### src/fp_pkg.sv
package fp_pkg;

   // single precision field widths.
   localparam int EXP_W  = 8;
   localparam int FRAC_W = 23;
   localparam int WORD_W = 1 + EXP_W + FRAC_W;

   // carry position, hidden bit, stored fraction and one sticky guard bit.
   localparam int SUM_W = FRAC_W + 3;

   // rounding modes, riscv frm encoding.
   localparam logic [2:0] RNE = 3'd0;  // nearest, ties to even.
   localparam logic [2:0] RTZ = 3'd1;  // toward zero.
   localparam logic [2:0] RDN = 3'd2;  // toward minus infinity.
   localparam logic [2:0] RUP = 3'd3;  // toward plus infinity.
   localparam logic [2:0] RMM = 3'd4;  // nearest, ties away from zero.

   // largest exponent that still encodes a normal number.
   localparam logic [EXP_W-1:0] EXP_MAX_NORMAL = 8'd254;

   localparam logic [WORD_W-1:0] QNAN    = 32'h7fc0_0000;  // canonical quiet nan.
   localparam logic [WORD_W-1:0] POS_INF = 32'h7f80_0000;  // sign bit clear.

   // an overflow saturates to infinity unless the mode rounds toward zero
   // for this sign, in which case the largest finite value comes out.
   function automatic logic ovf_to_inf(input logic [2:0] mode, input logic sign);
      case (mode)
         RTZ:     return 1'b0;
         RDN:     return sign;
         RUP:     return ~sign;
         default: return 1'b1;
      endcase
   endfunction

endpackage

### src/left_shift.sv
`timescale 1ns/1ns

module left_shift #(
   parameter int W     = fp_pkg::SUM_W,
   parameter int AMT_W = fp_pkg::EXP_W
) (
   input  logic [W-1:0]     fraction,
   output logic [W-1:0]     result,
   output logic [AMT_W-1:0] shifted_amount
);

   // the hidden bit sits one below the carry position.
   always_comb begin
      shifted_amount = '1;  // all zero input.
      // scan upward so the highest set bit wins.
      for (int i = 0; i < W - 1; i++) begin
         if (fraction[i]) begin
            shifted_amount = AMT_W'(W - 2 - i);
         end
      end
      result = fraction << shifted_amount;
   end

endmodule

### src/rounder.sv
`timescale 1ns/1ns

module rounder #(
   parameter int EXP_W  = fp_pkg::EXP_W,
   parameter int FRAC_W = fp_pkg::FRAC_W
) (
   input  logic [2:0]            frm,
   input  logic                  sign,
   input  logic [EXP_W-1:0]      exp_in,
   input  logic [FRAC_W+1:0]     fraction,
   output logic [EXP_W+FRAC_W:0] round_out,
   output logic                  rounded
);
   import fp_pkg::*;

   logic              guard;
   logic              lsb;
   logic              inc;
   logic              frac_carry;
   logic [FRAC_W-1:0] frac_kept;
   logic [EXP_W-1:0]  exp_out;

   always_comb begin
      guard = fraction[0];  // sticky already folded in.
      lsb   = fraction[1];

      case (frm)
         RNE:     inc = guard & lsb;  // guard set counts as a tie.
         RTZ:     inc = 1'b0;
         RDN:     inc = guard & sign;
         RUP:     inc = guard & ~sign;
         RMM:     inc = guard;
         default: inc = 1'b0;  // reserved modes truncate.
      endcase

      {frac_carry, frac_kept} = {1'b0, fraction[FRAC_W:1]} + inc;

      // no hidden bit means the value is zero.
      if (fraction[FRAC_W+1]) begin
         exp_out = exp_in + frac_carry;
      end else begin
         exp_out = '0;
      end

      round_out = {sign, exp_out, frac_kept};
      rounded   = guard;
   end

endmodule

### src/fp_add_step1.sv
`timescale 1ns/1ns

module fp_add_step1 #(
   parameter int EXP_W  = fp_pkg::EXP_W,
   parameter int FRAC_W = fp_pkg::FRAC_W,
   parameter int SUM_W  = fp_pkg::SUM_W
) (
   input  logic                  clk,
   input  logic                  rst_n,
   input  logic                  in_valid,
   input  logic [EXP_W+FRAC_W:0] a,
   input  logic [EXP_W+FRAC_W:0] b,
   input  logic                  op_sub,
   input  logic [2:0]            frm,
   output logic                  s1_valid,
   output logic [EXP_W-1:0]      exp_max,
   output logic [SUM_W-1:0]      frac_big,
   output logic [SUM_W-1:0]      frac_small,
   output logic                  sign_big,
   output logic                  eff_sub,
   output logic                  inv,
   output logic                  special_inf,
   output logic                  inf_sign,
   output logic [2:0]            frm_q
);
   logic              sign_a, sign_b;
   logic [EXP_W-1:0]  exp_a, exp_b;
   logic [FRAC_W-1:0] man_a, man_b;
   logic              nan_a, nan_b, inf_a, inf_b;
   logic              a_big;
   logic [EXP_W-1:0]  exp_max_c, exp_small, exp_diff;
   logic [SUM_W-1:0]  big_c, small_full, small_shr, lost_mask, small_c;
   logic              sign_big_c, inv_c, special_inf_c, inf_sign_c;

   always_comb begin
      sign_a = a[EXP_W+FRAC_W];
      sign_b = b[EXP_W+FRAC_W] ^ op_sub;  // subtract flips b.
      exp_a  = a[EXP_W+FRAC_W-1:FRAC_W];
      exp_b  = b[EXP_W+FRAC_W-1:FRAC_W];
      // subnormal inputs read as zero.
      man_a  = (exp_a == '0) ? '0 : a[FRAC_W-1:0];
      man_b  = (exp_b == '0) ? '0 : b[FRAC_W-1:0];

      nan_a = (exp_a == '1) && (man_a != '0);
      nan_b = (exp_b == '1) && (man_b != '0);
      inf_a = (exp_a == '1) && (man_a == '0);
      inf_b = (exp_b == '1) && (man_b == '0);

      inv_c         = nan_a | nan_b | (inf_a & inf_b & (sign_a ^ sign_b));
      special_inf_c = ~inv_c & (inf_a | inf_b);
      inf_sign_c    = inf_a ? sign_a : sign_b;  // both inf means same sign here.

      // larger magnitude goes first.
      a_big = {exp_a, man_a} >= {exp_b, man_b};
      if (a_big) begin
         exp_max_c  = exp_a;
         exp_small  = exp_b;
         sign_big_c = sign_a;
         big_c      = {1'b0, exp_a != '0, man_a, 1'b0};
         small_full = {1'b0, exp_b != '0, man_b, 1'b0};
      end else begin
         exp_max_c  = exp_b;
         exp_small  = exp_a;
         sign_big_c = sign_b;
         big_c      = {1'b0, exp_b != '0, man_b, 1'b0};
         small_full = {1'b0, exp_a != '0, man_a, 1'b0};
      end

      // align, folding everything shifted out into the guard bit.
      exp_diff  = exp_max_c - exp_small;
      small_shr = small_full >> exp_diff;
      lost_mask = ~({SUM_W{1'b1}} << exp_diff);
      small_c   = {small_shr[SUM_W-1:1], small_shr[0] | (|(small_full & lost_mask))};
   end

   always_ff @(posedge clk or negedge rst_n) begin
      if (!rst_n) begin
         s1_valid <= 1'b0;
      end else begin
         s1_valid <= in_valid;
      end
   end

   always_ff @(posedge clk) begin
      exp_max     <= exp_max_c;
      frac_big    <= big_c;
      frac_small  <= small_c;
      sign_big    <= sign_big_c;
      eff_sub     <= sign_a ^ sign_b;
      inv         <= inv_c;
      special_inf <= special_inf_c;
      inf_sign    <= inf_sign_c;
      frm_q       <= frm;
   end

endmodule

### src/fp_add_step2.sv
`timescale 1ns/1ns

module fp_add_step2 #(
   parameter int EXP_W = fp_pkg::EXP_W,
   parameter int SUM_W = fp_pkg::SUM_W
) (
   input  logic             clk,
   input  logic             rst_n,
   input  logic             s1_valid,
   input  logic [EXP_W-1:0] exp_max,
   input  logic [SUM_W-1:0] frac_big,
   input  logic [SUM_W-1:0] frac_small,
   input  logic             sign_big,
   input  logic             eff_sub,
   input  logic             inv,
   input  logic             special_inf,
   input  logic             inf_sign,
   input  logic [2:0]       frm_q,
   output logic             s2_valid,
   output logic [EXP_W-1:0] exp_max_q,
   output logic [SUM_W-1:0] frac_sum,
   output logic             carry_out,
   output logic             sign_res,
   output logic             inv_q,
   output logic             special_inf_q,
   output logic             inf_sign_q,
   output logic [2:0]       frm_qq
);
   import fp_pkg::*;

   logic [SUM_W-1:0] sum_c;
   logic             sign_c;

   always_comb begin
      // big is never below small, so the difference cannot wrap.
      if (eff_sub) begin
         sum_c = frac_big - frac_small;
      end else begin
         sum_c = frac_big + frac_small;
      end

      // exact cancellation gives +0, or -0 when rounding down.
      if (eff_sub && (sum_c == '0)) begin
         sign_c = (frm_q == RDN);
      end else begin
         sign_c = sign_big;
      end
   end

   always_ff @(posedge clk or negedge rst_n) begin
      if (!rst_n) begin
         s2_valid <= 1'b0;
      end else begin
         s2_valid <= s1_valid;
      end
   end

   always_ff @(posedge clk) begin
      exp_max_q     <= exp_max;
      frac_sum      <= sum_c;
      carry_out     <= sum_c[SUM_W-1];  // top bit is the carry position.
      sign_res      <= sign_c;
      inv_q         <= inv;
      special_inf_q <= special_inf;
      inf_sign_q    <= inf_sign;
      frm_qq        <= frm_q;
   end

endmodule

### src/fp_add_step3.sv
`timescale 1ns/1ns

module fp_add_step3 #(
   parameter int EXP_W  = fp_pkg::EXP_W,
   parameter int FRAC_W = fp_pkg::FRAC_W,
   parameter int SUM_W  = fp_pkg::SUM_W
) (
   input  logic                  clk,
   input  logic                  rst_n,
   input  logic                  s2_valid,
   input  logic [EXP_W-1:0]      exp_max_in,
   input  logic [SUM_W-1:0]      frac_in,
   input  logic                  carry_out,
   input  logic                  sign_in,
   input  logic                  inv_in,
   input  logic                  special_inf,
   input  logic                  inf_sign,
   input  logic [2:0]            frm,
   output logic                  out_valid,
   output logic [EXP_W+FRAC_W:0] result,
   output logic                  ovf,
   output logic                  unf,
   output logic                  inexact,
   output logic                  inv
);
   import fp_pkg::*;

   logic [SUM_W-1:0]      shifted_frac;
   logic [EXP_W-1:0]      shifted_amount;
   logic [FRAC_W+1:0]     round_this;
   logic [EXP_W-1:0]      exp_out;
   logic [EXP_W+FRAC_W:0] round_out;
   logic                  rounded;
   logic                  is_zero, ovf_c, unf_c, rnd_ovf;
   logic [EXP_W+FRAC_W:0] result_c;
   logic                  ovf_f, unf_f, inexact_f;

   left_shift #(.W(SUM_W), .AMT_W(EXP_W)) shift_left (
      .fraction       (frac_in),
      .result         (shifted_frac),
      .shifted_amount (shifted_amount)
   );

   always_comb begin
      is_zero = (frac_in == '0);
      ovf_c   = 1'b0;
      unf_c   = 1'b0;
      if (carry_out) begin
         // drop one bit into the guard and bump the exponent.
         round_this = {frac_in[SUM_W-1:2], frac_in[1] | frac_in[0]};
         exp_out    = exp_max_in + 1'b1;
         ovf_c      = (exp_max_in == EXP_MAX_NORMAL);
      end else begin
         round_this = shifted_frac[SUM_W-2:0];
         exp_out    = exp_max_in - shifted_amount;
         unf_c      = ~is_zero & (shifted_amount >= exp_max_in);  // flush subnormals.
      end
   end

   rounder #(.EXP_W(EXP_W), .FRAC_W(FRAC_W)) round_unit (
      .frm       (frm),
      .sign      (sign_in),
      .exp_in    (exp_out),
      .fraction  (round_this),
      .round_out (round_out),
      .rounded   (rounded)
   );

   always_comb begin
      // rounding up past the largest normal.
      rnd_ovf   = (round_out[EXP_W+FRAC_W-1:FRAC_W] == '1) & ~unf_c & ~is_zero;
      ovf_f     = ovf_c | rnd_ovf;
      unf_f     = unf_c;
      inexact_f = ovf_f | unf_f | rounded;

      if (inv_in) begin
         result_c  = QNAN;
         ovf_f     = 1'b0;
         unf_f     = 1'b0;
         inexact_f = 1'b0;
      end else if (special_inf) begin
         result_c  = {inf_sign, POS_INF[EXP_W+FRAC_W-1:0]};
         ovf_f     = 1'b0;
         unf_f     = 1'b0;
         inexact_f = 1'b0;
      end else if (ovf_f) begin
         if (ovf_to_inf(frm, sign_in)) begin
            result_c = {sign_in, POS_INF[EXP_W+FRAC_W-1:0]};
         end else begin
            result_c = {sign_in, EXP_MAX_NORMAL, {FRAC_W{1'b1}}};
         end
      end else if (unf_f || is_zero) begin
         result_c = {sign_in, {(EXP_W+FRAC_W){1'b0}}};
      end else begin
         result_c = round_out;
      end
   end

   always_ff @(posedge clk or negedge rst_n) begin
      if (!rst_n) begin
         out_valid <= 1'b0;
         result    <= '0;
         ovf       <= 1'b0;
         unf       <= 1'b0;
         inexact   <= 1'b0;
         inv       <= 1'b0;
      end else begin
         out_valid <= s2_valid;
         if (s2_valid) begin  // hold between operations.
            result  <= result_c;
            ovf     <= ovf_f;
            unf     <= unf_f;
            inexact <= inexact_f;
            inv     <= inv_in;
         end
      end
   end

endmodule

### src/fp_add_top.sv
`timescale 1ns/1ns

module fp_add_top #(
   parameter int EXP_W  = fp_pkg::EXP_W,
   parameter int FRAC_W = fp_pkg::FRAC_W,
   parameter int SUM_W  = fp_pkg::SUM_W
) (
   input  logic                  clk,
   input  logic                  rst_n,
   input  logic                  in_valid,
   input  logic [EXP_W+FRAC_W:0] a,
   input  logic [EXP_W+FRAC_W:0] b,
   input  logic                  op_sub,
   input  logic [2:0]            frm,
   output logic                  out_valid,
   output logic [EXP_W+FRAC_W:0] result,
   output logic                  ovf,
   output logic                  unf,
   output logic                  inexact,
   output logic                  inv
);
   // step 1 to step 2.
   logic             s1_valid;
   logic [EXP_W-1:0] s1_exp_max;
   logic [SUM_W-1:0] s1_frac_big, s1_frac_small;
   logic             s1_sign_big, s1_eff_sub;
   logic             s1_inv, s1_special_inf, s1_inf_sign;
   logic [2:0]       s1_frm;

   // step 2 to step 3.
   logic             s2_valid;
   logic [EXP_W-1:0] s2_exp_max;
   logic [SUM_W-1:0] s2_frac_sum;
   logic             s2_carry_out, s2_sign_res;
   logic             s2_inv, s2_special_inf, s2_inf_sign;
   logic [2:0]       s2_frm;

   fp_add_step1 #(.EXP_W(EXP_W), .FRAC_W(FRAC_W), .SUM_W(SUM_W)) step1 (
      .clk (clk), .rst_n (rst_n), .in_valid (in_valid),
      .a (a), .b (b), .op_sub (op_sub), .frm (frm),
      .s1_valid (s1_valid), .exp_max (s1_exp_max),
      .frac_big (s1_frac_big), .frac_small (s1_frac_small),
      .sign_big (s1_sign_big), .eff_sub (s1_eff_sub), .inv (s1_inv),
      .special_inf (s1_special_inf), .inf_sign (s1_inf_sign), .frm_q (s1_frm)
   );

   fp_add_step2 #(.EXP_W(EXP_W), .SUM_W(SUM_W)) step2 (
      .clk (clk), .rst_n (rst_n), .s1_valid (s1_valid), .exp_max (s1_exp_max),
      .frac_big (s1_frac_big), .frac_small (s1_frac_small),
      .sign_big (s1_sign_big), .eff_sub (s1_eff_sub), .inv (s1_inv),
      .special_inf (s1_special_inf), .inf_sign (s1_inf_sign), .frm_q (s1_frm),
      .s2_valid (s2_valid), .exp_max_q (s2_exp_max), .frac_sum (s2_frac_sum),
      .carry_out (s2_carry_out), .sign_res (s2_sign_res), .inv_q (s2_inv),
      .special_inf_q (s2_special_inf), .inf_sign_q (s2_inf_sign), .frm_qq (s2_frm)
   );

   fp_add_step3 #(.EXP_W(EXP_W), .FRAC_W(FRAC_W), .SUM_W(SUM_W)) step3 (
      .clk (clk), .rst_n (rst_n), .s2_valid (s2_valid),
      .exp_max_in (s2_exp_max), .frac_in (s2_frac_sum), .carry_out (s2_carry_out),
      .sign_in (s2_sign_res), .inv_in (s2_inv), .special_inf (s2_special_inf),
      .inf_sign (s2_inf_sign), .frm (s2_frm),
      .out_valid (out_valid), .result (result), .ovf (ovf), .unf (unf),
      .inexact (inexact), .inv (inv)
   );

endmodule

### config.mk
export PLATFORM = sky130hd
export DESIGN_NAME = fp_add_top
export DESIGN_NICKNAME = d
export VERILOG_FILES = /design/src/fp_pkg.sv /design/src/left_shift.sv /design/src/rounder.sv /design/src/fp_add_step1.sv /design/src/fp_add_step2.sv /design/src/fp_add_step3.sv /design/src/fp_add_top.sv
export SDC_FILE = /design/constraint.sdc
export NUM_CORES = 1
export LEC_CHECK = 0
export ABC_AREA = 0
export ABC_CLOCK_PERIOD_IN_PS = 9300
export BUFFER_PORTS_ARGS = -buffer_cell sky130_fd_sc_hd__buf_2
export CORE_ASPECT_RATIO = 0.6
export CORE_UTILIZATION = 35
export DETAILED_ROUTE_END_ITERATION = 16
export HOLD_SLACK_MARGIN = 0.15
export PLACE_DENSITY = 0.51
export SLEW_MARGIN = 15
export SYNTH_ARGS = -nofsm -noshare
export SYNTH_HDL_FRONTEND = slang
export SYNTH_HIERARCHICAL = 1
export SYNTH_SLANG_ARGS = --single-unit
### constraint.sdc
create_clock -name clk -period 9.3 [get_ports clk]
set_clock_uncertainty 0.1 [all_clocks]
set_input_delay 0.93 -clock clk [delete_from_list [all_inputs] [get_ports clk]]
set_output_delay 0.93 -clock clk [all_outputs]
set_load 0.02 [all_outputs]
==> flow_summary.json <==
{
  "status": "finished clean",
  "die-area_um2": 38200,
  "max_freq_mhz": 126,
  "min_path_cells": 0,
  "globalRouteOverflowTotal": 0,
  "gp_congestion": 1.01,
  "grt_usage_pct": 24.9,
  "dp_cells": 2155,
  "wirelength_um": 47300,
  "initial_core_util_pct": 35.8,
  "wl_per_cell_um": 21.6,
  "setup.worst_path.start": "step2/frac_sum[24]",
  "leakage_nw": 6.08,
  "timing.rr.start": "step2/frac_sum[24]",
  "ios": 108,
  "min_period_over_period_pct": 85.5,
  "cts_tree": "yes",
  "finalHoldViolations": 0,
  "numCtsBuffers": 17,
  "grt_pass1_vias": 11500,
  "reg2reg_slack_ns": 1.35,
  "routed_via_density": 5.85,
  "clkLatencyLatePin_ns": 0.45,
  "grt_max_degree": 81,
  "worstSetupPathType": "flop to flop",
  "regArea_um2": 3100,
  "cts_resized": 0,
  "dp_hpwl_um": 38300,
  "fin_tns_setup_ns": 0,
  "synth_cells": 1615,
  "h-tree-depth": 4,
  "totalPowerFinal_w": 0.00463,
  "max-cap-violations": 0,
  "die_w_um": 252,
  "portBuffers": 107,
  "startpoint_type": "flop",
  "end_kind": "flop",
  "fin_nets": 1814,
  "reg2reg_depth": 24,
  "postSynthAreaPerCell_um2": 8.10,
  "peakVddDrop_mv": 0.133,
  "post-route-util_pct": 40.1,
  "synth_area_um2": 13100,
  "synthToLayoutAreaGrowth_pct": 12.0,
  "drt_first_pass_iters": 7,
  "period_needed_ns": 7.95,
  "clockBufferDepth": 2,
  "pre_cts_ws_ns": 1.18,
  "drtIter0Drc": 1459,
  "crit_path_max_incr_delay_ns": 0.81,
  "slew_headroom_pct": 25.7,
  "antenna_found_initial": 0,
  "worstHoldEndpoint": "step2/special_inf_q",
  "slew_viol_final": 0,
  "drive_gt1_share_pct": 16.6,
  "rsz0062_at_grt": "false",
  "row_count": 54,
  "root_buffer": "clkbuf_16",
  "die_h_um": 152,
  "hold_start": "step1/special_inf",
  "drc": 0,
  "worst_pin_slew_ns": 1.10,
  "vias": 12800,
  "hold_buffers": 0,
  "cts_setup_buffers": 0,
  "clkSinkCount": 145,
  "timing.rr.end": "step3/result[17]",
  "crit_required_ns": 9.58,
  "fillCellCount": 3746,
  "instances_no_fill": 2187,
  "setup_violations": 0,
  "critPathSlowestCell": "nor4_1",
  "cp_cell_sequence": "nor4_1, inv_1, o32ai_1, nor2_1, buf_4, inv_2, a221oi_1, a21o_1, mux2_2, o32ai_1, mux2_2, nand4_2, or4_4, nor4_1, ha_1, and3_1, nand3_1, xnor2_1, and2_1, nand4_1, or2_2, o31a_1, nor3_4, a221o_1",
  "p_per_area_nw_per_um2": 316,
  "core_um2": 36600,
  "multi_input_area_um2": 9320,
  "cp_max_fo": 22,
  "crit_arrival_ns": 8.23,
  "antenna_left": 0,
  "grt_pass1_wl_um": 72000,
  "diodes": 0,
  "path_clk_slew_ns": 0.07,
  "hold_path.class": "flop to flop",
  "setup_ws_ns": 1.35,
  "yosysWarnings": 6
}
power by group:
part,internal (W),switching [W]
Clock,0.000474,0.000294
Sequential,0.000795,0.000202
Combinational,0.00111,0.00175
metrics by stage:
stage / area (um2) / hold WS (ns)
6_report: 14600 / 0.224
5_1_grt: 14600 / 0.238
4_1_cts: 14600 / 0.230
3_5_place_dp: 14000 / 0.213
3_3_place_gp: 14000 / 0.216
2_1_floorplan: 13100 / 0.210
state kept, by name, indices dropped and copies added (netlist names), 3 cells and up:
signal            count
step1/exp_max         8
step1/frac_big       24
step1/frac_small     25
step1/frm_q           3
step2/exp_max_q       8
step2/frac_sum       25
step2/frm_qq          3
step3/result         32
how the worst max path moves through the flow:
stage                                to  slack (ns)  cells past startpoint
floorplan           step1/frac_small[0]        2.86                     24
finish                 step3/result[17]        1.35                     24
CTS                    step3/result[19]        1.66                     24
detailed placement  step1/frac_small[0]        1.18                     20
global route           step3/result[19]         1.0                     24
global placement    step1/frac_small[0]        1.12                     20
per-layer routing:
metal	GRT usage (%)	vias to the layer above	routed length, um	part of all wire, %
met5	0	-	0	0
met4	3.41	0	346	0.73
met3	10.2	30	5850	12
met2	28.5	619	16000	34
met1	40.5	6049	25100	53
li1	-	6106	-	-
layout by cell type, fill, tap and decap left out, drive strengths merged, types with 7 or more instances in the layout:
cell type / instances
o21a: 14
xnor2: 73
a221o: 26
a21oi: 96
o31ai: 11
o21ai: 86
dfxtp: 106
o2bb2ai: 8
o22ai: 7
nand2b: 19
a31oi: 19
ha: 71
or3: 14
clkbuf: 20
mux2: 67
a211oi: 20
nor3: 41
nor2: 141
nor4: 39
xor2: 23
dfrtp: 39
or2: 7
and4: 8
inv: 79
a221oi: 7
nand4: 34
mux4: 14
and2: 19
buf: 123
mux2i: 60
or4: 11
and3: 10
nand3: 63
nor2b: 18
o211ai: 14
a21o: 15
nand2: 153
final cells by class:
type / instances / area share, %
clock inverters: 12 / 1.12
flip-flops and latches: 145 / 21.1
inverters: 75 / 1.92
clock buffers: 20 / 3.42
multi-input cells: 1308 / 63.6
repair buffers: 123 / 4.48
well taps: 504 / 4.31
critical path, delay by kind of cell (launching register included):
family | cells | cell delay, ns
flip-flops | 1 | 0.42
AND/OR/NAND/NOR | 11 | 4.14
multiplexers | 2 | 0.56
adder cells (fa/ha/maj) | 1 | 0.34
XOR/XNOR | 1 | 0.15
AO/OA/AOI/OAI | 6 | 1.45
buffers and inverters | 3 | 0.71
(Power assumes the default switching activity.)
